[src/aes_key_config.svh]
`ifndef AES_KEY_CONFIG_SVH
`define AES_KEY_CONFIG_SVH

// one schedule word
`define AES_WORD_W 32
// words in the cipher key
`define AES_NK 4
`define AES_NR 10
// full schedule, one key word group per round plus the initial key
`define AES_NUM_WORDS (`AES_NK * (`AES_NR + 1))

`endif
[src/aes_key_pkg.sv]
`include "aes_key_config.svh"

package aes_key_pkg;

    // schedule word, as a whole or as bytes with the msb byte at index 0
    typedef union packed {
        logic [`AES_WORD_W-1:0]            word;
        logic [0:`AES_WORD_W/8-1][7:0]     bytes;
    } key_word_u;

    // index into the 44-word schedule
    typedef logic [$clog2(`AES_NUM_WORDS)-1:0] word_idx_t;

    // round number, 0 to 10
    typedef logic [3:0] round_num_t;

    typedef enum logic [1:0] {
        IDLE,
        LOAD,
        EXPAND,
        DONE
    } sched_state_t;

endpackage

[src/key_schedule_ctrl.sv]
`timescale 1ns/1ps
`include "aes_key_config.svh"

module key_schedule_ctrl (
    input  logic                    clk,
    input  logic                    reset,
    input  logic                    start,
    input  logic                    key_loaded,
    output logic                    load_key,
    output logic                    wr_en,
    output aes_key_pkg::word_idx_t  wr_index,
    output logic                    done
);

    localparam aes_key_pkg::word_idx_t FIRST_WORD = `AES_NK;
    localparam aes_key_pkg::word_idx_t LAST_WORD  = `AES_NUM_WORDS - 1;

    aes_key_pkg::sched_state_t state;
    aes_key_pkg::word_idx_t    word_cnt;

    // a start on the same cycle wins over a finishing load
    assign load_key = (state == aes_key_pkg::LOAD) && key_loaded && !start;

    // counter runs one past the last word before leaving EXPAND
    assign wr_en    = (state == aes_key_pkg::EXPAND) && (word_cnt <= LAST_WORD);
    assign wr_index = word_cnt;

    always_ff @(posedge clk or posedge reset) begin
        if (reset) begin
            state    <= aes_key_pkg::IDLE;
            word_cnt <= '0;
            done     <= 1'b0;
        end else if (start) begin
            // abandons any expansion in progress
            state <= aes_key_pkg::LOAD;
            done  <= 1'b0;
        end else begin
            case (state)
                aes_key_pkg::IDLE: begin
                    state <= aes_key_pkg::IDLE;
                end
                aes_key_pkg::LOAD: begin
                    if (key_loaded) begin
                        word_cnt <= FIRST_WORD;
                        state    <= aes_key_pkg::EXPAND;
                    end
                end
                aes_key_pkg::EXPAND: begin
                    if (word_cnt <= LAST_WORD) begin
                        word_cnt <= word_cnt + 1'b1;
                    end else begin
                        state <= aes_key_pkg::DONE;
                    end
                end
                aes_key_pkg::DONE: begin
                    // done holds until the next start
                    done  <= 1'b1;
                    state <= aes_key_pkg::IDLE;
                end
                default: begin
                    state <= aes_key_pkg::IDLE;
                end
            endcase
        end
    end

endmodule

[config.mk]
export PLATFORM = sky130hd
export DESIGN_NAME = key_schedule_ctrl
export DESIGN_NICKNAME = d
export VERILOG_FILES = /design/src/aes_key_pkg.sv /design/src/key_schedule_ctrl.sv
export VERILOG_INCLUDE_DIRS = /design/src
export SDC_FILE = /design/constraint.sdc
export NUM_CORES = 1
export LEC_CHECK = 0
export ABC_AREA = 0
export BUFFER_PORTS_ARGS = -buffer_cell sky130_fd_sc_hd__buf_4
export CELL_PAD_IN_SITES_DETAIL_PLACEMENT = 1
export CELL_PAD_IN_SITES_GLOBAL_PLACEMENT = 2
export CORE_UTILIZATION = 33
export CTS_BUF_LIST = sky130_fd_sc_hd__clkbuf_4 sky130_fd_sc_hd__clkbuf_8
export DETAILED_ROUTE_END_ITERATION = 12
export PLACE_DENSITY = 0.8
export SETUP_SLACK_MARGIN = 0.5
export SYNTH_ARGS = -nofsm -noshare
export SYNTH_HDL_FRONTEND = slang
export SYNTH_SLANG_ARGS = --single-unit
[constraint.sdc]
create_clock -name clk -period 1.73 [get_ports clk]
set_clock_uncertainty 0.05 [all_clocks]
set_input_delay 0.0865 -clock clk [delete_from_list [all_inputs] [get_ports clk]]
set_output_delay 0.0865 -clock clk [all_outputs]
set_load 0.01 [all_outputs]
## Word-level counts from Yosys, hierarchy flattened

Cells that the tools add are included.

| word-level totals | value |
|---|---|
| register bits after elaboration | 9 |
| input port bits | 4 |
| output and inout port bits | 9 |
| logic and storage cells | 32 |

| operators by class | value |
|---|---|
| add/sub/neg operators | 1 |
| $lt $le $gt $ge | 1 |
| equality and inequality tests | 7 |
| muxes and demuxes | 9 |
| bitwise logic cells | 1 |
| reductions and logical operators | 10 |

Operators by type and width:

| kind | number |
|---|---|
| 6-bit two-way mux | 2 |
| 6-bit case mux with 2 select lines | 1 |
| 6-bit by 1-bit adder with 6-bit output, second input constant | 1 |
| 6-bit less-or-equal comparator, second input constant | 1 |
| 2-bit two-way mux | 3 |
| 3-bit inequality test, second input constant | 2 |
| 2-bit case mux with 3 select lines | 1 |
| 2-bit equality test, second input constant | 2 |
| 4-bit AND reduction | 1 |
| 2-bit nonzero test | 2 |
| 1-bit logical AND | 3 |
| 2-bit by 1-bit equality test with 1-bit output, second input constant | 1 |
| 2-bit logical NOT | 1 |
| 1-bit two-way mux | 2 |
| 2-bit by 1-bit inequality test with 1-bit output, second input constant | 1 |
| 2-bit inequality test, second input constant | 1 |
| 2-bit AND reduction | 1 |
| 2-bit OR reduction | 1 |
| 1-bit logical NOT | 1 |
| 1-bit inverter | 1 |

## Depth between registers and ports, before layout

| depth | value |
|---|---|
| depth in word-level cells | 4 |
| gate-level depth with buffers | 7 |
| mapped depth without buffers | 6 |

## Worst setup path after synthesis

Ideal clock, no wire load.

| timing path | value |
|---|---|
| path kind | reg-to-reg |
| start point | reg state[0] |
| end point | reg state[1] |
| arrival time | 1.434 ns |
| required time | 1.593 ns |
| slack | 0.159 ns |
| cell stages (with the launch flop) | 8 |
| path buffers | 1 |
| clock period less this slack | 1.571 ns |
| cell sequence | dfrtp_1 inv_1 ha_1 buf_6 nor2b_4 a221oi_4 nor2_1 a211oi_2 |

| between the ends | value |
|---|---|
| cells in the longest elaborated chain, start to end | 4 |

Ends and longest elaborated chain:

| what | line | source |
|---|---|---|
| start, declared | key_schedule_ctrl.sv:18 | `aes_key_pkg::sched_state_t state;` |
| start signal, assigned | key_schedule_ctrl.sv:30 | `state <= aes_key_pkg::IDLE;` |
| start signal, assigned | key_schedule_ctrl.sv:35 | `state <= aes_key_pkg::LOAD;` |
| start signal, assigned | key_schedule_ctrl.sv:40 | `state <= aes_key_pkg::IDLE;` |
| 2-bit equality test or 2-bit logical NOT (tied branches) | key_schedule_ctrl.sv:38 | `case (state)` |
| 2-bit OR reduction (no line) | n/a |  |
| 2-bit case mux with 3 select lines | key_schedule_ctrl.sv:38 |  |
| 2-bit two-way mux | key_schedule_ctrl.sv:33 | `end else if (start) begin` |

Parallel ways exist; a longest one is shown, timed or not.
A chain may end at the register's enable or synchronous reset.

## Final worst setup path

| timing path | value |
|---|---|
| start point | reg state[0] |
| end point | reg word_cnt[2], in the netlist wr_index[2] |

| between the ends | value |
|---|---|
| cells in the longest elaborated chain, start to end | 3 |

Ends and longest elaborated chain:

| what | line | source |
|---|---|---|
| 2-bit equality test or 2-bit by 1-bit equality test with 1-bit output (tied branches) | key_schedule_ctrl.sv:38 |  |
| 2-bit by 1-bit inequality test with 1-bit output (no line), or another cell as far along | n/a |  |
| 4-bit AND reduction (no line) | n/a |  |
| end signal, assigned | key_schedule_ctrl.sv:50 | `word_cnt <= word_cnt + 1'b1;` |
| end, declared | key_schedule_ctrl.sv:19 | `aes_key_pkg::word_idx_t word_cnt;` |

Parallel ways exist; a longest one is shown, timed or not.

==> impl_metrics.yaml <==
worst_setup_path:
  crit-reg2reg-capture: "wr_index[2]"
  r2r-start: "state[0]"
  start_kind: "flip-flop"
  cpPeakStageDelay_ns: 0.45
  cp.required_ns: 1.88
  r2r_setup_slack_ns: 0.17
  cp-end-kind: "flip-flop"
  slowest_stage: "dfrtp_2"
  critPathLaunch: "state[0]"
  path_cells: "inv_2, ha_4, nand2b_4, a21o_4, buf_4, a21oi_1, o22a_1"
  crit_end: "wr_index[2]"
  path_max_fanout: 6
  reg2regPathDepth: 7
  worstSetupPathType: "flip-flop to flip-flop"
  arrival_ns: 1.71
placement:
  dp_hpwl_um: 1090
  place_congestion: 0.805
  port_buffers: 12
  dp.cells: 101
  post_dp_cell_area_um2: 752
logic_synthesis:
  syn_inst: 63
  synthesis.nets: 72
  ys_ff_latch: 9
  synth_top_cell_by_area: "dfrtp_1"
  synth_area_leaders: "dfrtp_1 38%, ha_1 10%, a221oi_4 4.4%, inv_1 3.8%, nand2_1 3.8%"
  avgSynthCellArea_um2: 9.51
  yosysWarningCount: 0
  synthDistinctLibCells: 28
  synth.top_cell.area_share: 0.376
  ys_seq_area_frac: 0.376
  syn-cell-area_um2: 599
drt:
  viasPerCell: 4.87
  drc: 0
  dr_total_vias: 560
  postRouteAntennaNets: 0
  drtIter0Drc: 4
  firstDrtPassIters: 2
  post_drt_wl_per_cell_um: 14.5
  wl_um: 1670
sta:
  slew_headroom: 0.735
  post-route-min-period_ns: 1.56
  fin_setup_tns_ns: 0
  fmax_mhz: 641
  setup_viol: 0
  min_period_over_period: 0.902
  hold-worst-slack_ns: 0.0330
  tightestPinTransition_ns: 0.397
  rsz0062_at_grt: "true"
  maxSlewViolCount: 0
  hold_viol: 0
finish:
  area_growth_pct: 54.7
  fill_cells: 191
  layout.nets: 100
  diodes: 0
  fin_area_um2: 927
  drive_gt1_frac: 0.578
  utilization: 0.543
  layout.cells.non_filler: 115
min_path:
  hp-class: "primary input to flip-flop"
  hold_start: "start"
cts:
  clock_sinks: 9
  cts.clk_slew.worst_paths_ns: 0.07
  cts_tree: "done"
  clockBufferDepth: 2
  cts_buffers: 3
  cts-root-buf: "clkbuf_4"
  clock_latency_ns: 0.26
  htreeDepth: 1
global_routing:
  antenna_found_initial: 0
  grt_overflow: 0
  grt_pass1_wl_um: 2560
  grt_usage: 0.191
  grt_max_degree: 10
  grt_pass1_vias: 535
power_and_ir_drop:
  power.density_cell_area_nw_per_um2: 1200
  p_comb_frac: 0.531
  p_seq_frac: 0.305
  power_leakage_nw: 0.412
  switching_share: 0.386
  peakVddDrop_v: 0.000612
  intPower_uw: 686
  pwr-share-clk: 0.164
  p_sw_uw: 431
die:
  dieWidth_um: 44.6
  core_area_um2: 1710
  die_area_um2: 1990
  io_pins: 13
  initial_utilization: 0.351
  row_count: 15
  die-height_um: 44.6
outcome:
  status: "finished, final reports clean"
job:
  drv_cap: 0
==> layout make-up <==
class / instances / area, um2 / area share
multi-input cells: 46 / 418 / 0.451
flip-flops and latches: 9 / 229 / 0.247
repair buffers: 25 / 196 / 0.212
well taps: 25 / 31.3 / 0.0337
clock buffers: 4 / 30.0 / 0.0324
inverters: 6 / 22.5 / 0.0243
==> layer usage <==
layer,GRT usage,vias to the layer above,part of all wire
met5,0,-,0
met4,0.109,0,0.017
met3,0.0367,2,0.022
met2,0.315,9,0.50
met1,0.231,275,0.46
li1,-,274,-
==> sequential cells by signal (all words and copies together) (netlist names) <==
register,cells
done,1
wr_index,6
state,2
==> what timing repair did <==
item / in CTS / in global routing
endpoints found under the hold margin: 11 / 0
pin swaps: 8 / 5
hold buffers: 2 / 0
setup endpoints to repair: 10 / 10
resized for setup: 11 / 9
setup buffers: 6 / 2
==> synth_stat cells <==
cell type,count
nor3b_1,1
or2_2,1
a211oi_2,1
a221oi_4,1
ha_1,5
o21a_1,1
nand2_1,6
inv_1,6
nor3_1,1
o41ai_2,1
o21ai_0,4
o22ai_1,1
dfrtp_1,9
nand3_1,2
o211ai_1,1
buf_6,1
nor2b_4,1
nor2b_1,1
or2b_1,1
nand2b_1,2
buf_2,1
a21oi_1,4
nand4_1,2
o22a_1,1
nor2_1,5
o31ai_1,1
a21o_1,1
o22a_2,1
==> through the flow <==
step           worst slack (ns)  total power, mW
6_report                  0.170             1.12
3_5_place_dp             0.0763            0.774
3_3_place_gp              0.113            0.761
5_1_grt                   0.156             1.19
2_1_floorplan             0.212            0.636
4_1_cts                   0.183             1.06
==> kinds of logic (layout without fill, tap and decap cells) <==
family,after synthesis,in the layout,share of synthesized area
AND/OR/NAND/NOR,23,23,0.205
AO/OA/AOI/OAI,18,18,0.251
flip-flops,9,9,0.376
buffers and inverters,8,35,0.0647
adder cells (fa/ha/maj),5,5,0.104
==> power by group through the flow <==
| stage | logic [mW] | registers [mW] | clock network (mW) |
|---|---|---|---|
| floorplan | 0.297 | 0.338 | 0 |
| detailed placement | 0.435 | 0.340 | 0 |
| finish | 0.593 | 0.340 | 0.183 |
| CTS | 0.531 | 0.338 | 0.188 |
| global route | 0.646 | 0.350 | 0.197 |
| global placement | 0.424 | 0.338 | 0 |
==> critical path: cells and delay by family (launching register included) <==
family | cells | cell delay, ns
simple gates | 1 | 0.06
flops | 1 | 0.45
compound gates | 3 | 0.52
fa+ha+maj | 1 | 0.17
buf+inv | 2 | 0.25
==> layout by cell type (no fill, tap or decap), types with 2 or more instances in the layout <==
cell           netlist  routed
ha_1                 5       3
buf_4                0      22
ha_4                 0       2
dfrtp_1              9       6
nand3_1              2       2
inv_2                0       2
o21ai_1              0       2
a21oi_2              0       3
nor2_2               0       2
nand2b_4             0       2
clkbuf_4             0       4
nand2_1              6       4
nor2_1               5       3
inv_1                6       4
dfrtp_2              0       3
dlygate4sd3_1        0       2
nand4_1              2       2
==> worst min-delay path by stage <==
stage | to | slack [ns] | depth (start not counted)
finish | state[0] | 0.03 | 3
floorplan | done | -0.14 | 1
global placement | wr_index[4] | 0.04 | 2
global route | state[0] | 0.06 | 3
detailed placement | wr_index[4] | 0.05 | 2
CTS | state[0] | 0.02 | 3
Power figures use the tool's default switching activity.
