--- src/aes_key_config.svh ---
`ifndef AES_KEY_CONFIG_SVH
`define AES_KEY_CONFIG_SVH

// one schedule word
`define AES_WORD_W 32
// words in the cipher key
`define AES_NK 4
`define AES_NR 10
// full schedule, one key word group per round plus the initial key
`define AES_NUM_WORDS (`AES_NK * (`AES_NR + 1))

`endif
--- src/aes_key_pkg.sv ---
`include "aes_key_config.svh"

package aes_key_pkg;

    // schedule word, as a whole or as bytes with the msb byte at index 0
    typedef union packed {
        logic [`AES_WORD_W-1:0]            word;
        logic [0:`AES_WORD_W/8-1][7:0]     bytes;
    } key_word_u;

    // index into the 44-word schedule
    typedef logic [$clog2(`AES_NUM_WORDS)-1:0] word_idx_t;

    // round number, 0 to 10
    typedef logic [3:0] round_num_t;

    typedef enum logic [1:0] {
        IDLE,
        LOAD,
        EXPAND,
        DONE
    } sched_state_t;

endpackage

--- src/key_word_store.sv ---
`timescale 1ns/1ps
`include "aes_key_config.svh"

module key_word_store (
    input  logic                            clk,
    input  logic                            reset,
    input  logic [`AES_NK*`AES_WORD_W-1:0]  key,
    input  logic                            load_key,
    input  logic                            wr_en,
    input  aes_key_pkg::word_idx_t          wr_index,
    input  aes_key_pkg::key_word_u          new_word,
    output aes_key_pkg::key_word_u          prev_word,
    output aes_key_pkg::key_word_u          back_word,
    input  logic [3:0]                      round_key_num,
    input  logic [1:0]                      r_index,
    output logic [`AES_WORD_W-1:0]          round_key
);

    aes_key_pkg::key_word_u words [`AES_NUM_WORDS];
    aes_key_pkg::word_idx_t prev_idx;
    aes_key_pkg::word_idx_t back_idx;
    aes_key_pkg::word_idx_t rd_idx;

    assign prev_idx = wr_index - aes_key_pkg::word_idx_t'(1);
    assign back_idx = wr_index - aes_key_pkg::word_idx_t'(`AES_NK);
    // round * 4 + word within the round
    assign rd_idx   = {round_key_num, r_index};

    // out of range indices read as zero
    assign prev_word = (prev_idx < `AES_NUM_WORDS) ? words[prev_idx] : '0;
    assign back_word = (back_idx < `AES_NUM_WORDS) ? words[back_idx] : '0;
    assign round_key = (rd_idx < `AES_NUM_WORDS) ? words[rd_idx].word : '0;

    always_ff @(posedge clk or posedge reset) begin
        if (reset) begin
            for (int i = 0; i < `AES_NUM_WORDS; i++) begin
                words[i] <= '0;
            end
        end else if (load_key) begin
            // cipher key becomes words 0 to 3, msb word first
            for (int i = 0; i < `AES_NK; i++) begin
                words[i].word <= key[(`AES_NK - 1 - i) * `AES_WORD_W +: `AES_WORD_W];
            end
        end else if (wr_en) begin
            words[wr_index] <= new_word;
        end
    end

endmodule

--- config.mk ---
export PLATFORM = sky130hd
export DESIGN_NAME = key_word_store
export DESIGN_NICKNAME = d
export VERILOG_FILES = /design/src/aes_key_pkg.sv /design/src/key_word_store.sv
export VERILOG_INCLUDE_DIRS = /design/src
export SDC_FILE = /design/constraint.sdc
export NUM_CORES = 2
export LEC_CHECK = 0
export BUFFER_PORTS_ARGS = -buffer_cell sky130_fd_sc_hd__buf_2
export CORE_ASPECT_RATIO = 1.4
export CORE_MARGIN = 2
export CORE_UTILIZATION = 30
export CTS_CLUSTER_DIAMETER = 60
export DETAILED_ROUTE_END_ITERATION = 8
export PLACE_DENSITY = 0.56
export REMOVE_ABC_BUFFERS = 1
export SKIP_LAST_GASP = 1
export SLEW_MARGIN = 10
export SYNTH_ARGS = -nofsm -noshare
export SYNTH_HDL_FRONTEND = slang
export SYNTH_SLANG_ARGS = --single-unit
export TNS_END_PERCENT = 100
--- constraint.sdc ---
create_clock -name clk -period 48.7 [get_ports clk]
set_clock_uncertainty 0.15 [all_clocks]
set_input_delay 2.435 -clock clk [delete_from_list [all_inputs] [get_ports clk]]
set_output_delay 2.435 -clock clk [all_outputs]
set_load 0.01 [all_outputs]
# Word-level counts from Yosys, hierarchy flattened
# Index checks and enable logic that the tools add are counted.
dict set report op_classes {
  n_mux 17
  reduce_logical 3
  bitwise 5
  n_addsub 2
  n_lt_le_gt_ge 8
}
# op count
set op_table {}
lappend op_table {{$bwmux 1408} 1}
lappend op_table {{$mux 1408} 1}
lappend op_table {{$bmux 32 s6} 3}
lappend op_table {{$mux 32} 10}
lappend op_table {{$demux 32 s6} 1}
lappend op_table {{$mux 128} 1}
lappend op_table {{$ge 7x7->1 const B} 4}
lappend op_table {{$not 6->7} 4}
lappend op_table {{$lt 6x6->1 const B} 3}
lappend op_table {{$lt 7x1->1 const B} 1}
lappend op_table {{$sub 6x1->6 const B} 1}
lappend op_table {{$sub 6x3->6 const B} 1}
lappend op_table {{$reduce_and 2->1} 1}
lappend op_table {{$reduce_bool 2->1} 1}
lappend op_table {{$logic_and 1x1->1} 1}
lappend op_table {{$not 1->1} 1}
dict set report word_totals {
  out_inout_bits 96
  regBits 1408
  inputBits 176
  wordCells 79
}

# Depth between registers and ports, before layout
dict set report logic_depth {
  word_depth 8
  depth_mapped 16
}

# Worst setup path before layout
# OpenSTA, ideal clock, no wires.
dict set report synth_path {
  path_type {input-to-output}
  from {input port wr_index[0]}
  to {output port prev_word[10] (netlist name)}
  arrival_time_ns 5.330
  path_slack_ns 40.785
  n_path_buf 8
  path_stages 14
  cell_sequence {buf_6 -> buf_6 -> buf_6 -> inv_1 -> clkbuf_1 -> clkbuf_1 -> ha_1 -> buf_2 -> buf_4 -> clkbuf_1 -> mux4_2 -> mux4_2 -> o2111ai_1 -> o21ai_1}
}
# item line
set synth_rtl {}
lappend synth_rtl {{start, declared} key_word_store.sv:10} ;# input aes_key_pkg::word_idx_t wr_index,
lappend synth_rtl {{end, declared} key_word_store.sv:12} ;# output aes_key_pkg::key_word_u prev_word,

# Worst setup path in the final report
dict set report layout_path {
  from {input port r_index[0]}
  to {output port round_key[31]}
}
dict set report layout_between {
  elab_chain_len 5
  word_cells_on_any_way 6
  classes_between {order compare (1); mux (4); bitwise (1)}
}
# item line
set layout_rtl {}
lappend layout_rtl {{start, declared} key_word_store.sv:15} ;# input logic [1:0] r_index,
lappend layout_rtl {{$not 6->7 (not written as such)} key_word_store.sv:32} ;# assign round_key = (rd_idx < `AES_NUM_WORDS) ? words[rd_idx].word : '0;
lappend layout_rtl {{$bmux 32 s6} key_word_store.sv:32}
lappend layout_rtl {{$mux 32 (not written as such) (2 in a row)} key_word_store.sv:32}
lappend layout_rtl {{$mux 32 *} key_word_store.sv:32}
lappend layout_rtl {{end, declared} key_word_store.sv:16} ;# output logic [`AES_WORD_W-1:0] round_key
# Every way passes the cells marked *; elsewhere a longest branch is shown, timed or not. The select of a mux whose other input is x is not followed.

==> qor.txt <==
TIMING
---------------------------------------------------------------------------------
Count of final hold-check violations                                            0
Max Freq                                                                 91.8 MHz
Final-report max-slew violation count                                           0
TNS Setup                                                                    0 ns
Worst relative slew slack                                                   0.109
Final setup violation count                                                     0
Time the final worst path needs with I/O delays and setup                10.90 ns
Setup repair after global routing missed its margin                         false
Period Utilization, post-route                                              0.224
Pin slew with the least headroom to its limit                             1.33 ns

CELLS AND AREA
---------------------------------------------------------------------------------
Post-route cell area                                                   98200 um^2
Number of nets at the end of the flow                                        6780
Sequential cell area                                                   35200 um^2
# fillers                                                                   28.6k
Number of flip-flops in the largest register                                 1408
Combined area of the multi-input logic cells                           49500 um^2
Fraction of final layout cells sized beyond drive strength 1                0.463
Syn-to-layout area delta                                                    11.3%
Biggest register                                                            words
Registers with the highest flip-flop counts                          words: 1408 flops
Most common cell after layout, fill and taps aside                   sky130_fd_sc_hd__mux2_2
Highest-count cells in the layout ignoring fill and taps             sky130_fd_sc_hd__mux2_2, sky130_fd_sc_hd__dfrtp_1, sky130_fd_sc_hd__mux4_2, sky130_fd_sc_hd__nand2_1, sky130_fd_sc_hd__mux2i_1

GLOBAL ROUTING
---------------------------------------------------------------------------------
GRT overflow                                                                    0
Global-route wire length before repair                                  559000 um
Initial antenna violation count                                                37
GRT Overall Usage                                                           0.261
Via count of the first global-routing pass                                  69.0k
Pin count of the biggest net entering global routing                          182

FLOW RUN
---------------------------------------------------------------------------------
Number of max-capacitance violations reported                                   0

SYNTH
---------------------------------------------------------------------------------
FF+latch count, synth                                                        1408
Adder-cell area share of the yosys netlist                               0.000425
Compound-cell area share of the yosys netlist                              0.0815
Area fraction in and, or, nand and nor cells after synthesis               0.0397
Synthesized netlist cell count                                               6754
Summed instance area of the synthesized netlist                        88200 um^2
Fraction of synthesis flops using an asynchronous set or reset pin           1.00
Top post-synthesis cells by area                                     sky130_fd_sc_hd__dfrtp_1, sky130_fd_sc_hd__mux4_2, sky130_fd_sc_hd__mux2_2
Xor/xnor cell area share of the yosys netlist                             0.00121
Yosys top cell area share                                                   0.399
Library cell with the largest summed area after synthesis            sky130_fd_sc_hd__dfrtp_1
Multiplexer area fraction after synthesis                                   0.434
Number of synthesized flops with an enable pin                                  0
Combinational family with the most area after synthesis              multiplexers
Number of warnings printed during yosys synthesis                               0
Mean instance size in the synthesized netlist                           13.1 um^2
Dominant register cell in the synthesized netlist                    sky130_fd_sc_hd__dfrtp_1
Count of unique library cells instantiated by Yosys                            73
Sequential fraction of the synthesis area                                   0.399

DIE
---------------------------------------------------------------------------------
Floorplan die area                                                    298000 um^2
DIE HEIGHT                                                                 646 um
Area of the core                                                      293000 um^2
Total number of placement rows                                                235
# IOs                                                                         272
Die outline width                                                          462 um
Initial core utilization                                                    0.302

WORST SETUP PATH
---------------------------------------------------------------------------------
Crit Path Class                                                      primary input to primary output
Cells along the critical path                                        buf_8, buf_4, buf_4, buf_4, buf_4, buf_4, mux4_2, mux4_2, nor2_1, o31ai_1, buf_2
Endpoint type of the worst setup path                                primary output
Reg2reg path depth                                                              2
Slowest cell on the critical path                                    sky130_fd_sc_hd__buf_4
Reg-to-reg critical path endpoint                                     words[1374]
CP delay by family, top                                              buffers and inverters
Worst setup path startpoint                                            r_index[0]
Largest driver fanout on the critical path                                     48
Data required time of the critical path                                  46.11 ns
Buffers plus inverters on the worst setup path                                  7
Slowest stage delay, CP                                                   0.80 ns
Data arrival time at the worst-slack endpoint                             8.31 ns
Launch instance of the worst register-to-register path                words[1374]
Cell repeated most along the worst path                              sky130_fd_sc_hd__buf_4
Kind of start point of the critical path                             primary input
Worst-case register-to-register setup slack                              47.58 ns

CLOCKING
---------------------------------------------------------------------------------
Clock latency on the worst-skew pair                                      0.82 ns
Cts repair resizes                                                              0
Post-CTS setup buffers                                                          0
Number of buffers created by CTS                                              151
TritonCTS Sinks                                                              1408
Root buffer selected by CTS                                          sky130_fd_sc_hd__clkbuf_16
Clk buf depth                                                                   4
Hold-fix buffers at CTS                                                         0
CTS tree                                                                     done
Clock-pin slew on the worst setup and hold paths                          0.06 ns
H-tree lvl count                                                                4

DRT
---------------------------------------------------------------------------------
Post-detailed-route via-to-cell ratio                                        6.50
Detail-routed net length per standard cell                                37.6 um
First-pass iteration count of the detailed router                               8
Number of remaining DRC errors                                                  0
Detailed Route WL                                                       400000 um
Total number of vias                                                        69.2k
Initial drt markers                                                          9409
Post-route ant nets                                                             0

MIN PATH
---------------------------------------------------------------------------------
Number of cells on the worst hold path                                          1
Hold path endpoint                                                     words[124]
Hold WC Path Type                                                    register to register
Worst Min Path Start                                                   words[124]

OUTCOME
---------------------------------------------------------------------------------
Run status                                                           finished clean

PLACEMENT
---------------------------------------------------------------------------------
RD Place Congestion                                                         0.913
Placed inst area                                                       93000 um^2
Total of buffers placed on input and output ports                             271
Detailed-placement wirelength estimate                                  246000 um

POWER AND IR DROP
---------------------------------------------------------------------------------
Static leakage                                                            42.7 nW
Power Density                                                        33.2 nW/um^2
Largest voltage drop on the vdd net                                       25.2 uV
Total Power                                                               3.26 mW

-- per-stage QoR --
stage                     worst slack (ns)  hold WS (ns)  std cells   util
final                                37.80         0.393      10600  0.336
after floorplan                       6.41         0.338       5972      -
after global routing                 37.21         0.412      10600  0.335
after global placement               37.56         0.351      10400  0.318
after CTS                            37.55         0.391      10600  0.335
after detailed placement             37.53         0.374      10400  0.318
-- logic make-up after synthesis --
group	Yosys count
XOR/XNOR	10
AND/OR/NAND/NOR	825
AO/OA/AOI/OAI	1081
adder cells (fa/ha/maj)	3
buffers and inverters	821
flip-flops	1408
multiplexers	2606
-- Yosys cell counts (5+ instances only) --
cell type	n
sky130_fd_sc_hd__o22ai_1	210
sky130_fd_sc_hd__a2bb2oi_1	15
sky130_fd_sc_hd__a221o_1	9
sky130_fd_sc_hd__o21ai_1	63
sky130_fd_sc_hd__buf_2	269
sky130_fd_sc_hd__a211oi_1	34
sky130_fd_sc_hd__buf_6	28
sky130_fd_sc_hd__a222oi_1	6
sky130_fd_sc_hd__dfrtp_1	1408
sky130_fd_sc_hd__and2_1	5
sky130_fd_sc_hd__o211ai_1	8
sky130_fd_sc_hd__o2111ai_1	39
sky130_fd_sc_hd__mux4_2	826
sky130_fd_sc_hd__nor3_1	31
sky130_fd_sc_hd__a2111oi_0	8
sky130_fd_sc_hd__a22oi_1	32
sky130_fd_sc_hd__nor3_2	12
sky130_fd_sc_hd__o21ai_0	228
sky130_fd_sc_hd__mux2_1	41
sky130_fd_sc_hd__clkbuf_1	378
sky130_fd_sc_hd__o31ai_1	33
sky130_fd_sc_hd__nand3_1	80
sky130_fd_sc_hd__nor2_1	113
sky130_fd_sc_hd__a21oi_1	147
sky130_fd_sc_hd__buf_4	62
sky130_fd_sc_hd__mux2i_1	282
sky130_fd_sc_hd__buf_1	45
sky130_fd_sc_hd__a211o_1	5
sky130_fd_sc_hd__a221oi_1	63
sky130_fd_sc_hd__o22a_1	10
sky130_fd_sc_hd__xnor2_1	7
sky130_fd_sc_hd__a22o_1	10
sky130_fd_sc_hd__nor2b_1	6
sky130_fd_sc_hd__o32ai_1	18
sky130_fd_sc_hd__o221ai_1	115
sky130_fd_sc_hd__nand2b_1	9
sky130_fd_sc_hd__nand2_1	528
sky130_fd_sc_hd__and3_1	12
sky130_fd_sc_hd__nand4_1	6
sky130_fd_sc_hd__inv_1	38
sky130_fd_sc_hd__mux2_2	1457
-- cell type report --
type / instances / area share
multi-input combinational: 4525 / 0.505
sequential: 1408 / 0.359
tap: 3910 / 0.0498
clock buffer: 213 / 0.0452
timing repair buffer: 476 / 0.0322
clock inverter: 51 / 0.00711
inverter: 39 / 0.00163
antenna: 26 / 0.000663
-- power by group --
| part | switching, mW | internal, mW |
|---|---|---|
| logic | 0.351 | 0.284 |
| registers | 0.110 | 1.27 |
| clock network | 0.525 | 0.721 |
| total | 0.986 | 2.27 |
-- per-layer routing --
metal / GRT usage / wire length (um) / vias up
li1: - / - / 26100
met4: 0.218 / 39400 / 22
met3: 0.0716 / 42000 / 1698
met2: 0.397 / 178000 / 5438
met1: 0.306 / 141000 / 36000
met5: 0 / 133 / -
-- how the worst max path moves through the flow --
stage,endpoint,slack (ns),cells after the start
after global routing,round_key[31],37.21,11
after floorplan,words[0],6.41,1
after detailed placement,round_key[31],37.53,11
after CTS,round_key[31],37.55,11
after global placement,round_key[31],37.56,11
final,round_key[31],37.80,11
Power figures use the tool's default switching activity.
