===== src/aes_key_config.svh =====
`ifndef AES_KEY_CONFIG_SVH
`define AES_KEY_CONFIG_SVH

// one schedule word
`define AES_WORD_W 32
// words in the cipher key
`define AES_NK 4
`define AES_NR 10
// full schedule, one key word group per round plus the initial key
`define AES_NUM_WORDS (`AES_NK * (`AES_NR + 1))

`endif

===== src/key_loader.sv =====
`timescale 1ns/1ps
`include "aes_key_config.svh"

module key_loader (
    input  logic                            clk,
    input  logic                            reset,
    input  logic                            start,
    input  logic [`AES_WORD_W-1:0]          cipher_key,
    output logic [`AES_NK*`AES_WORD_W-1:0]  key,
    output logic                            key_loaded
);

    logic                        loading;
    logic [$clog2(`AES_NK)-1:0]  word_cnt;

    always_ff @(posedge clk or posedge reset) begin
        if (reset) begin
            loading    <= 1'b0;
            word_cnt   <= '0;
            key_loaded <= 1'b0;
        end else if (start) begin
            // restart even in the middle of a load
            loading    <= 1'b1;
            word_cnt   <= '0;
            key_loaded <= 1'b0;
        end else if (loading) begin
            key_loaded <= (word_cnt == `AES_NK - 1);
            if (word_cnt == `AES_NK - 1) begin
                loading <= 1'b0;
            end
            word_cnt <= word_cnt + 1'b1;
        end else begin
            key_loaded <= 1'b0;
        end
    end

    // first word lands in the top slice
    always_ff @(posedge clk) begin
        if (loading && !start) begin
            key[(`AES_NK - 1 - word_cnt) * `AES_WORD_W +: `AES_WORD_W] <= cipher_key;
        end
    end

endmodule


===== config.mk =====
export PLATFORM = sky130hd
export DESIGN_NAME = key_loader
export DESIGN_NICKNAME = d
export VERILOG_FILES = /design/src/key_loader.sv
export VERILOG_INCLUDE_DIRS = /design/src
export SDC_FILE = /design/constraint.sdc
export NUM_CORES = 1
export LEC_CHECK = 0
export BUFFER_PORTS_ARGS = -buffer_cell sky130_fd_sc_hd__buf_4
export CORE_MARGIN = 2
export CORE_UTILIZATION = 40
export DETAILED_ROUTE_END_ITERATION = 7
export GPL_TIMING_DRIVEN = 0
export PLACE_DENSITY = 0.65
export RECOVER_POWER = 25
export SYNTH_ARGS = -nofsm -noshare
export SYNTH_HDL_FRONTEND = slang
export SYNTH_SLANG_ARGS = --single-unit

===== constraint.sdc =====
create_clock -name clk -period 4.3 [get_ports clk]
set_input_delay 0.86 -clock clk [delete_from_list [all_inputs] [get_ports clk]]
set_output_delay 0.86 -clock clk [all_outputs]
set_load 0.05 [all_outputs]

# ---- Word-level counts from Yosys, hierarchy flattened
# Index checks and enable logic that the tools add are counted.
dict set report totals {
  reg_bits 132
  latchBits 0
  mem_bits_rw 0
  rom_bits 0
  in_bits 35
  out_inout_bits 129
  mem_count 0
}
dict set report op_classes {
  addsub 3
  mul 0
  div 0
  order_cmp 0
  n_eq_ne 1
  shift 2
  muxes 8
  bitwise 0
  reduce_logical 3
}
# operator count
set ops {}
lappend ops {{$bwmux 128} 1}
lappend ops {{$shift 32x34->128 const A} 1}
lappend ops {{$shiftx 32x34->128} 1}
lappend ops {{$neg 32->34} 1}
lappend ops {{$mux 1} 5}
lappend ops {{$mux 2} 2}
lappend ops {{$sub 2x2->3 const A} 1}
lappend ops {{$add 2x1->2 const B} 1}
lappend ops {{$eq 2x2->1 const B} 1}
lappend ops {{$reduce_bool 2->1} 1}
lappend ops {{$logic_and 1x1->1} 1}
lappend ops {{$logic_not 1->1} 1}

# ---- Logic depth before layout (Yosys ltp)
# Gate-level depths: netlist (run 1).
dict set report logic_depth {
  depth_word 4
  mapped_depth 7
  depth_no_buf 4
}

# ---- Worst setup path before layout (run 1)
# No wires, ideal clock.
dict set report synth_path {
  path_type {input to register}
  startpoint {input start}
  endpoint {register key[0], enable pin}
  setup_ps 392
  arrival_ps 1860
  required_ps 3908
  slack_ps 2048
  path_stages 2
  path_cell_list {nor2b_1 > and2_1}
}
dict set report synth_between {
  elab_chain_cells 2
}
# item line
set synth_rtl {}
lappend synth_rtl {{from (decl)} key_loader.sv:7} ;# input logic start,
lappend synth_rtl {{$logic_not 1->1} key_loader.sv:39} ;# if (loading && !start) begin
lappend synth_rtl {{$logic_and 1x1->1} key_loader.sv:39}
lappend synth_rtl {{to (signal, indexed assignment)} key_loader.sv:40} ;# key[(`AES_NK - 1 - word_cnt) * `AES_WORD_W +: `AES_WORD_W] <= cipher_key;
lappend synth_rtl {{to (decl)} key_loader.sv:9} ;# output logic [`AES_NK*`AES_WORD_W-1:0] key,
# Every way passes these cells.
# A chain may end at the register's enable or synchronous reset.

# ---- Worst setup path after layout (run 1)
dict set report layout_path {
  startpoint {register word_cnt[0]}
  endpoint {register key[123] (data pin)}
}
dict set report layout_between {
  elab_chain_cells 4
  elab_cells_between_ends 5
  cone_classes {add/sub: 2; shift: 2; mux: 1}
}
# item line
set layout_rtl {}
lappend layout_rtl {{from (decl)} key_loader.sv:14} ;# logic [$clog2(`AES_NK)-1:0] word_cnt;
lappend layout_rtl {{from (signal assigned)} key_loader.sv:31} ;# word_cnt <= word_cnt + 1'b1;
lappend layout_rtl {{$sub 2x2->3 (no source line) *} --}
lappend layout_rtl {{$neg 32->34 *} key_loader.sv:40}
lappend layout_rtl {{$shiftx 32x34->128 or $shift 32x34->128 (tied branches)} key_loader.sv:40}
lappend layout_rtl {{$bwmux 128 *} key_loader.sv:40}
# Mark *: on every way between the ends. The rest lies on a longest branch, timed or not.

==> results.md, run 1 <==
* Worst skew pair latency at 400 ps
* Yosys Warn Count at 0
* Crit path DAT at 2880 ps
* Pre-antenna DRT Iters at 4
* Layout cell share with drive strength beyond 1 at 30.4%
* R2R setup slack at 1680 ps
* I/O pins at 164
* Hold slack at 349 ps
* Diode count at 0
* # DRC at 0
* Routed Antenna Nets at 0
* Clock group share of total power at 36.1%
* Root buffer cell: clkbuf_16
* Worst endpoint required time at 4570 ps
* Final Net Count at 524
* Max_cap viols at 0
* Post-DR vias/cell at 4.54
* Main flop type after synthesis: edfxtp_1
* Worst setup SP type: flip-flop
* # resized after CTS at 0
* Routed wire per std cell at 18.4 um
* Initial antenna violation count at 0
* Post CTS Setup Buffer Count at 0
* Setup TNS at 0 ps
* Synthesis-to-finish area growth at 34.8%
* Die ar. at 0.0136 sq mm
* Setup Crit Path Kind: reg -> reg
* Yosys cell types at 25
* Core Box Area at 0.0125 sq mm
* Number of flops mapped to enable cells by yosys at 128
* Power Total at 3.90 mW
* Input/output buffers at 163
* Worst Hold Class: in -> async
* Die W at 117 um
* RD Place Congestion at 0.754
* Switching fraction of total power at 30.4%
* Largest net degree at the start of global routing at 33
* Fmax at 382 MHz
* Vias in the first global route at 2946
* Clock sink count at 132
* Post-synthesis sequential area ratio at 77.8%
* Post-Syn Area at 0.00507 sq mm
* Cells after Synth at 301
* Synth top area cells: edfxtp_1, and2_1, dfrtp_1
* Clock slew at reported path FFs at 60 ps
* Met1 usage at 23.6%
* Setup violations, final at 0
* R2R cell count at 7
* Reg-to-Reg End: key[123]$_DFFE_PP_
* Leakage at 2.67 nW
* Routing usage on met3 at 4.83%
* Overflow after GRT at 0
* Row cnt at 41
* Combinational Power Share at 22.3%
* Most common cell after layout, fill and taps aside: edfxtp_1
* Reg2reg start: word_cnt[0]$_DFFE_PP0P_
* Post-layout util at 54.6%
* Skew final at 7.50 ps
* Via Count at 3031
* RSZ-0062 raised after global routing: no
* Critical path peak fanout at 10
* Endpoint type of the worst setup path: flip-flop
* Worst VDD drop at 203 uV
* Yosys reg bits at 132
* Syn avg cell area at 16.8 sq um
* Design area at 0.00683 sq mm
* P_int at 2.72 mW
* Effective utilization at floorplan at 40.5%
* Synth top area share at 75.9%
* First-pass GRT wire length at 17300 um
* Hold Buf Count CTS at 0
* Biggest area consumer among synthesized cells: edfxtp_1
* GRT Max-Usage Layer: met2
* Die H at 117 um
* Number of DRC violations after detailed-routing iteration 0 at 178
* # H-tree levels at 4
* Max-slew violations at 0
* Commonest cells after routing, fill and taps aside: edfxtp_1, and2_1, buf_4
* HPWL Detailed at 7940 um
* Measured slew at the worst slew-check pin at 1170 ps
* Met2 Track Usage GR at 30.3%
* Synth Net Count at 341
* Deepest clock path buffer count at 2
* Total GRT Usage at 18.1%
* CTS Buf Count at 17
* Status: finished clean
* Final hold vios at 0
* Sequential share of power at 41.6%
* Slew HR at 21.9%
* Final Cycle Share at 60.8%
* TritonCTS clock tree: yes
* Drt total wl at 12300 um
* PwrDens at 572 mW/mm^2
* Min Tclk post-route at 2620 ps
* Net Sw Power at 1.19 mW
* FFs w/ async S/R, synth at 3.03%
* DP Area at 0.00653 sq mm
[stage by stage]
step | std cells | setup WS, ps
floorplan | 301 | 2050
global placement | 636 | 1180
detailed placement | 637 | 1820
CTS | 668 | 2170
global route | 668 | 1530
finish | 668 | 1680
[routing by layer]
metal  part of all wire, %  up-vias
met5                     0        -
met4                  0.71        0
met3                   5.7        8
met2                    50       98
met1                    43     1505
li1                      -     1420
[power by group through the flow]
stage / combinational, mW / sequential (mW) / clock (mW)
5_1_grt: 0.927 / 1.63 / 1.49
3_3_place_gp: 0.917 / 1.65 / 0
3_5_place_dp: 0.940 / 1.65 / 0
4_1_cts: 0.941 / 1.63 / 1.43
2_1_floorplan: 0.254 / 2.01 / 0
6_report: 0.871 / 1.62 / 1.41
[flip-flops by register name, summed over array words and instances (netlist names)]
register and flops:
word_cnt 2, key_loaded 1, key 128, loading 1
[worst max path at each step]
stage / from / endpoint
floorplan: start / key[0]$_DFFE_PP_
global placement: start / key[42]$_DFFE_PP_
detailed placement: start / key[28]$_DFFE_PP_
CTS: word_cnt[0]$_DFFE_PP0P_ / key[31]$_DFFE_PP_
global route: word_cnt[0]$_DFFE_PP0P_ / key[98]$_DFFE_PP_
finish: word_cnt[0]$_DFFE_PP0P_ / key[123]$_DFFE_PP_
[layout make-up]
class	count	area [sq um]
plain buffers	13	72.6
clock buffers	20	437
clock inverters	11	136
fillers	1125	5690
inverters	4	15.0
multi-input cells	152	1020
flip-flops and latches	132	3940
well taps	172	215
repair buffers	164	988
[cells in the mapped netlist, types with 2 or more instances]
cell	n
dfrtp_1	4
edfxtp_1	128
inv_1	4
buf_6	2
nor2_1	3
clkbuf_2	7
and2_2	12
buf_4	3
ha_1	5
nor2b_1	2
and2_1	117
[critical path, cell delays in order (launching register included)]
cell	delay, ps
dfrtp_1	400
clkbuf_1	360
inv_1	120
ha_1	410
nor3_1	270
clkbuf_1	480
buf_4	290
and2_1	140
[logic make-up after synthesis]
family | count (synthesis) | synth area share, %
fa+ha+maj | 5 | 1.23
compound gates | 1 | 0.148
xor+xnor | 1 | 0.173
flops | 132 | 77.8
simple gates | 144 | 18.4
buf+inv | 17 | 1.95
mux | 1 | 0.198
Note: power is estimated with default switching activity, not from simulation.
==> run 2: changes to the inputs <==
ABC_AREA = 1   (was not set)
PLACE_DENSITY = 0.68   (was 0.65)
clock period = 2.4 ns   (was 4.3 ns; I/O delays follow)
==> run 2 against run 1 <==
Net effect:
- synthesized area grew 3.1%
- critical path type unchanged
- highest routed layer unchanged
- synthesized cell count is 39% higher
- global-route usage is 3.1 points higher
- non-clock buffer count grew 16
- largest power group unchanged
- critical path depth decreased by 1
- die area increased by 3.0%
==> results.md, run 2 <==
* Status: finished clean
* Setup Crit Path Kind: reg -> reg
* Number of flops mapped to enable cells by yosys at 128 (unchanged)
* Clock slew at reported path FFs at 60 ps (about the same)
* Effective utilization at floorplan at 41.2% (+0.73 points)
* Synth Net Count at 459 (+35%)
* Pre-antenna DRT Iters at 5 (+1)
* Routed wire per std cell at 18.6 um (+1.2%)
* Fmax at 445 MHz (+16%)
* Design area at 0.00690 sq mm (+1.1%)
* Largest net degree at the start of global routing at 33 (unchanged)
* I/O pins at 164 (unchanged)
* Post-layout util at 54.5% (-0.080 points)
* Deepest clock path buffer count at 2 (unchanged)
* Number of flip-flops under the largest register name at 128 (unchanged)
* PwrDens at 1010 mW/mm^2 (+77%)
* Skew final at 6.08 ps (-1.42 ps)
* Min Tclk post-route at 2250 ps (-366 ps)
* Most common cell after layout, fill and taps aside: nor2_1
* Post-synthesis sequential area ratio at 75.5% (-2.3 points)
* Input/output buffers at 163 (unchanged)
* Placed insts at 754 (+18%)
* Setup violations, final at 0 (unchanged)
* Commonest cells post-synth: nor2_1, edfxtp_1, nand3_1, nand2_1, buf_2
* Measured slew at the worst slew-check pin at 981 ps (-190 ps)
* GRT Max-Usage Layer: met2
* FFs w/ async S/R, synth at 3.03% (unchanged)
* Initial antenna violation count at 0 (unchanged)
* Worst VDD drop at 361 uV (+78%)
* RSZ-0062 raised after global routing: no
* Worst endpoint required time at 2440 ps (-2130 ps)
* Worst skew pair latency at 420 ps (+20 ps)
* Largest Register: key
* Vias in the first global route at 3902 (+32%)
* Commonest cells after routing, fill and taps aside: nor2_1, edfxtp_1, clkbuf_1
* Final Cycle Share at 93.7% (+33 points)
* Diode count at 0 (unchanged)
* Post-DR vias/cell at 4.99 (+10%)
* Met2 Track Usage GR at 32.9% (+2.6 points)
* Final Net Count at 643 (+23%)
* Clock sink count at 132 (unchanged)
* Fin cells at 788 (+18%)
* Count leader, synth: nor2_1
* Worst Hold Class: in -> reg
* RD Place Congestion at 0.871 (+16%)
* Routed Antenna Nets at 0 (unchanged)
* Synth top area share at 73.6% (-2.3 points)
* Final worst slack at 151 ps (-1530 ps)
* Die ar. at 0.0140 sq mm (+3.0%)
* Slew HR at 34.4% (+13 points)
* Leakage at 2.61 nW (-2.5%)
* Crit path DAT at 2290 ps (-590 ps)
* Routing usage on met3 at 6.03% (+1.2 points)
* Cells after Synth at 419 (+39%)
* Final hold vios at 0 (unchanged)
* Drt total wl at 14700 um (+19%)
* Syn avg cell area at 12.5 sq um (-26%)
* CTS Buf Count at 17 (unchanged)
* Post-Syn Area at 0.00522 sq mm (+3.1%)
* Die W at 118 um (+1.5%)
* First-pass GRT wire length at 21800 um (+26%)
* # H-tree levels at 4 (unchanged)
* Max-slew violations at 0 (unchanged)
* Overflow after GRT at 0 (unchanged)
* Largest registers: key (128), word_cnt (2)
* Root buffer cell: clkbuf_16
* Via Count at 3934 (+30%)
* Synth top area cells: edfxtp_1, nor2_1, nand3_1
* Yosys reg bits at 132 (unchanged)
* Total GRT Usage at 21.2% (+3.1 points)
* # DRC at 0 (unchanged)
* Die H at 118 um (+1.5%)
* Filler cells at 1175 (+4.4%)
* Max_cap viols at 0 (unchanged)
* Row cnt at 41 (unchanged)
* Yosys cell types at 13 (-48%)
* Worst setup SP type: flip-flop
* HPWL Detailed at 10500 um (+32%)
* DP Area at 0.00669 sq mm (+2.5%)
* Yosys Warn Count at 0 (unchanged)
* Critical path peak fanout at 32 (+22)
* Synthesis-to-finish area growth at 32.2%
* TritonCTS clock tree: yes
* Pre-CTS WS at 76.0 ps (-1750 ps)
* Hold slack at 330 ps (-19.3 ps)
* Layout cell share with drive strength beyond 1 at 21.4% (-9.0 points)
* Main flop type after synthesis: edfxtp_1
* Met1 usage at 26.9% (+3.2 points)
* Biggest area consumer among synthesized cells: edfxtp_1
* Endpoint type of the worst setup path: flip-flop
* Number of DRC violations after detailed-routing iteration 0 at 335 (+88%)
* Core Box Area at 0.0127 sq mm (+1.2%)
## run 2: cell count changes in the layout (fill, tap and decap cells not counted), moves of 22 or more
cell,change
nand2_1,+41
clkbuf_1,+26
buf_4,-24
and2_1,-106
buf_2,+22
nand3_1,+66
nor2_1,+127
## run 2: timing repair
| item | 4_1_cts | 5_1_grt |
|---|---|---|
| buffers inserted | 0 | 0 |
| resized for setup | 0 | 1 |
| hold endpoints to repair | 4 | 0 |
| hold buffers | 1 | 0 |
| setup endpoints to repair | 0 | 59 |
## run 2: path summary, 6_finish.rpt
kind                                         start                      end  slack, ps  cells past startpoint
setup reg to reg           word_cnt[0]$_DFFE_PP0P_        key[99]$_DFFE_PP_        150                      6
setup / recovery           word_cnt[0]$_DFFE_PP0P_        key[99]$_DFFE_PP_        150                      6
hold / removal                               start  word_cnt[1]$_DFFE_PP0P_        330                      4
max in group asynchronous                    reset  word_cnt[1]$_DFFE_PP0P_       1730                      3
min in group asynchronous                    reset     key_loaded$_DFF_PP0_        510                      3
hold reg to reg            word_cnt[1]$_DFFE_PP0P_  word_cnt[1]$_DFFE_PP0P_        560                      2
## run 2: layer usage
layer,wire (um),up-vias
li1,-,1809
met2,7030,191
met4,531,0
met1,5950,1899
met5,0,-
met3,1170,35
## run 2: logic make-up (layout without fill, tap and decap cells)
logic type	after synthesis	after routing	share of synthesized area, %
AND/OR/NAND/NOR	242	243	19.0
flip-flops	132	132	75.5
buffers and inverters	39	235	4.15
adder cells (fa/ha/maj)	5	5	1.20
AO/OA/AOI/OAI	1	1	0.0958
## run 2: area by class of cell
cell class,instances,area (sq um),share of cell area (%)
plain buffers,29,178,2.57
clock buffers,27,483,7.00
clock inverters,5,52.6,0.761
inverters,10,37.5,0.544
multi-input cells,249,1100,16.0
flip-flops and latches,132,3940,57.1
well taps,172,215,3.12
repair buffers,164,892,12.9
## run 2: critical path, cell delays in order, from the launching register on
cell     delay (ps)
dfrtp_1         410
buf_2           180
inv_2           120
buf_4           200
ha_1            160
inv_1            60
nor2_4          720
## run 2: report_power, final
| part | internal (mW) | switching [mW] | total (mW) |
|---|---|---|---|
| clock | 1.47 | 0.891 | 2.36 |
| combinational | 0.363 | 1.35 | 1.72 |
| sequential | 2.82 | 0.0705 | 2.89 |
## run 2: stage by stage
step / setup TNS (ps) / power (mW)
2_1_floorplan: 0 / 4.15
3_3_place_gp: -34460 / 4.72
3_5_place_dp: 0 / 4.76
4_1_cts: 0 / 7.12
5_1_grt: 0 / 7.26
6_report: 0 / 6.97
==> run 3: changes to the inputs <==
BUFFER_PORTS_ARGS = -buffer_cell sky130_fd_sc_hd__buf_2   (was -buffer_cell sky130_fd_sc_hd__buf_4)
CORE_ASPECT_RATIO = 1.5   (was not set)
==> run 3 against run 2 <==
Net effect:
- fmax is essentially flat
- via count shrank 0.58%
- routed wire length shrank 1.0%
- total power grew 2.4%
- cell count shrank 1.6%
- design area shrank 2.0%
- clock-buffer cell count shrank 8
- global-route usage shrank 0.75 points
- clock skew grew 5.5 ps
- clock power grew 9.3%
- largest cell class unchanged
==> results.md, run 3 (synthesis results as in run 2) <==
* Status: finished clean
* Worst skew pair latency at 410 ps (about the same)
* Sequential share of power at 40.4% (-1.1 points)
* Max-slew violations at 0 (unchanged)
* Most common cell after layout, fill and taps aside: nor2_1
* Clock group share of total power at 36.1% (+2.2 points)
* Worst VDD drop at 451 uV (+25%)
* Measured slew at the worst slew-check pin at 938 ps (-43.1 ps)
* # H-tree levels at 4 (unchanged)
* Skew final at 11.6 ps (+5.51 ps)
* Final hold vios at 0 (unchanged)
* HPWL Detailed at 10500 um (about the same)
* Min Tclk post-route at 2250 ps (-2.17 ps)
* Cell-by-cell trace of the critical path: buf_2 > inv_2 > buf_4 > ha_1 > inv_1 > nor2_4
* Worst path max stage delay at 700 ps (-20 ps)
* Worst endpoint required time at 2420 ps (-20 ps)
* Final worst slack at 153 ps (+2.17 ps)
* Routed wire per std cell at 18.8 um (+0.66%)
* Crit path DAT at 2270 ps (-20 ps)
* Worst Hold Class: in -> reg
* Core Box Area at 0.0129 sq mm (+1.7%)
* Layout cell share with drive strength beyond 1 at 22.6% (+1.1 points)
* Largest registers: key (128), word_cnt (2)
* Critical path peak fanout at 32 (unchanged)
* Pre-antenna DRT Iters at 4 (-1)
* Pre-CTS WS at 113 ps (+37.4 ps)
* Die H at 144 um (+22%)
* Largest net degree at the start of global routing at 33 (unchanged)
* Synthesis-to-finish area growth at 29.6%
* Design area at 0.00677 sq mm (-2.0%)
* Routed Antenna Nets at 0 (unchanged)
* Worst setup SP type: flip-flop
* Clock slew at reported path FFs at 60 ps (about the same)
* DP Area at 0.00627 sq mm (-6.3%)
* Deepest clock path buffer count at 2 (unchanged)
* CTS Buf Count at 17 (unchanged)
* RSZ-0062 raised after global routing: no
* Number of flip-flops under the largest register name at 128 (unchanged)
* Hold slack at 372 ps (+42.0 ps)
* Slew HR at 37.3% (+2.9 points)
* Switching fraction of total power at 33.1% (-0.046 points)
* TritonCTS clock tree: yes
* Vias in the first global route at 3813 (-2.3%)
* Filler cells at 1215 (+3.4%)
* Root buffer cell: clkbuf_16
* Row cnt at 51 (+24%)
* # DRC at 0 (unchanged)
* Final Cycle Share at 93.6% (about the same)
* Final Net Count at 643 (unchanged)
* Overflow after GRT at 0 (unchanged)
* Input/output buffers at 163 (unchanged)
* RD Place Congestion at 0.862 (-1.1%)
* Net Sw Power at 2.37 mW (+2.3%)
* Largest Register: key
* Effective utilization at floorplan at 40.5% (-0.70 points)
* Die ar. at 0.0140 sq mm (+0.14%)
* Post CTS Setup Buffer Count at 0 (unchanged)
* Clock sink count at 132 (unchanged)
* Total GRT Usage at 20.4% (-0.75 points)
* Fmax at 445 MHz (about the same)
* Sequential Area at 0.00394 sq mm (unchanged)
* Endpoint type of the worst setup path: flip-flop
* Leakage at 2.58 nW (-1.1%)
* Max_cap viols at 0 (unchanged)
* CP max stage cell: nor2_4
* I/O pins at 164 (unchanged)
* Via Count at 3911 (-0.58%)
* P_int at 4.78 mW (+2.5%)
* Die W at 97.3 um (-18%)
* Setup violations, final at 0 (unchanged)
* Commonest cells after routing, fill and taps aside: nor2_1, edfxtp_1, buf_2
* Number of DRC violations after detailed-routing iteration 0 at 208 (-38%)
* Initial antenna violation count at 1 (+1)
* First-pass GRT wire length at 20800 um (-4.3%)
* Post-DR vias/cell at 5.05 (+1.1%)
* Setup Crit Path Kind: reg -> reg
* Drt total wl at 14500 um (-1.0%)
* Combinational Power Share at 23.5% (-1.1 points)
* Diode count at 0 (unchanged)
* Multi-input logic area at 0.00110 sq mm (unchanged)
* PwrDens at 1060 mW/mm^2 (+4.5%)
==> run 3: cell count changes in the layout (fill, tap and decap cells not counted), sizes merged <==
cell	delta
bufinv	+2
clkinv	+5
clkbuf	-10
clkinvlp	+1
buf	+2
==> run 3: worst max-delay path: cells and delay by family, from the launching register on <==
kind          cells  cell delay (ps)
fa+ha+maj         1              160
buf+inv           4              560
flops             1              420
simple gates      1              700
==> run 3: path summary, 6_finish.rpt <==
| check | start | endpoint | slack [ps] | cells past startpoint |
|---|---|---|---|---|
| worst min-delay path | start | word_cnt[1]$_DFFE_PP0P_ | 370 | 4 |
| worst max register to register | word_cnt[0]$_DFFE_PP0P_ | key[109]$_DFFE_PP_ | 150 | 6 |
| min in group asynchronous | reset | loading$_DFF_PP0_ | 490 | 3 |
| max in group asynchronous | reset | word_cnt[0]$_DFFE_PP0P_ | 1760 | 3 |
| worst min register to register | loading$_DFF_PP0_ | word_cnt[1]$_DFFE_PP0P_ | 570 | 2 |
| worst max-delay path | word_cnt[0]$_DFFE_PP0P_ | key[109]$_DFFE_PP_ | 150 | 6 |
==> run 3: power groups by stage <==
stage | clock [mW] | combinational, mW | sequential (mW)
2_1_floorplan | 0 | 0.614 | 3.53
3_3_place_gp | 0 | 1.67 | 2.93
3_5_place_dp | 0 | 1.71 | 2.93
4_1_cts | 2.61 | 1.72 | 2.89
5_1_grt | 2.70 | 1.79 | 2.90
6_report | 2.58 | 1.68 | 2.89
==> run 3: repair_timing <==
action                                  in CTS  in global routing
endpoints found under the setup margin       0                 44
resized for setup                            0                  1
hold buffers                                 1                  0
hold endpoints to repair                     4                  0
==> run 3: metrics by stage <==
stage / cells / setup TNS (ps) / util, % / total power [mW]
2_1_floorplan: 419 / 0 / - / 4.15
3_3_place_gp: 741 / -28270 / 48.5 / 4.60
3_5_place_dp: 741 / 0 / 48.6 / 4.64
4_1_cts: 774 / 0 / 53.3 / 7.21
5_1_grt: 775 / 0 / 52.5 / 7.40
6_report: 775 / 0 / 52.5 / 7.14
==> run 3: cell type report <==
| cell class | count | share of cell area, % |
|---|---|---|
| Tap cell | 159 | 2.94 |
| Sequential cell | 132 | 58.3 |
| Timing Repair Buffer | 164 | 10.5 |
| Buffer | 29 | 2.63 |
| Inverter | 10 | 0.555 |
| Multi-Input combinational cell | 249 | 16.3 |
| Clock buffer | 19 | 6.40 |
| Clock inverter | 13 | 2.37 |
==> run 3: layer usage <==
metal / GRT usage (%) / part of all wire [%] / up-vias / wire [um]
met5: 0 / 0.069 / - / 10
met4: 10.3 / 3.2 / 2 / 458
met3: 5.45 / 6.8 / 20 / 981
met2: 36.8 / 54 / 203 / 7890
met1: 22.1 / 36 / 1881 / 5200
li1: - / - / 1805 / -
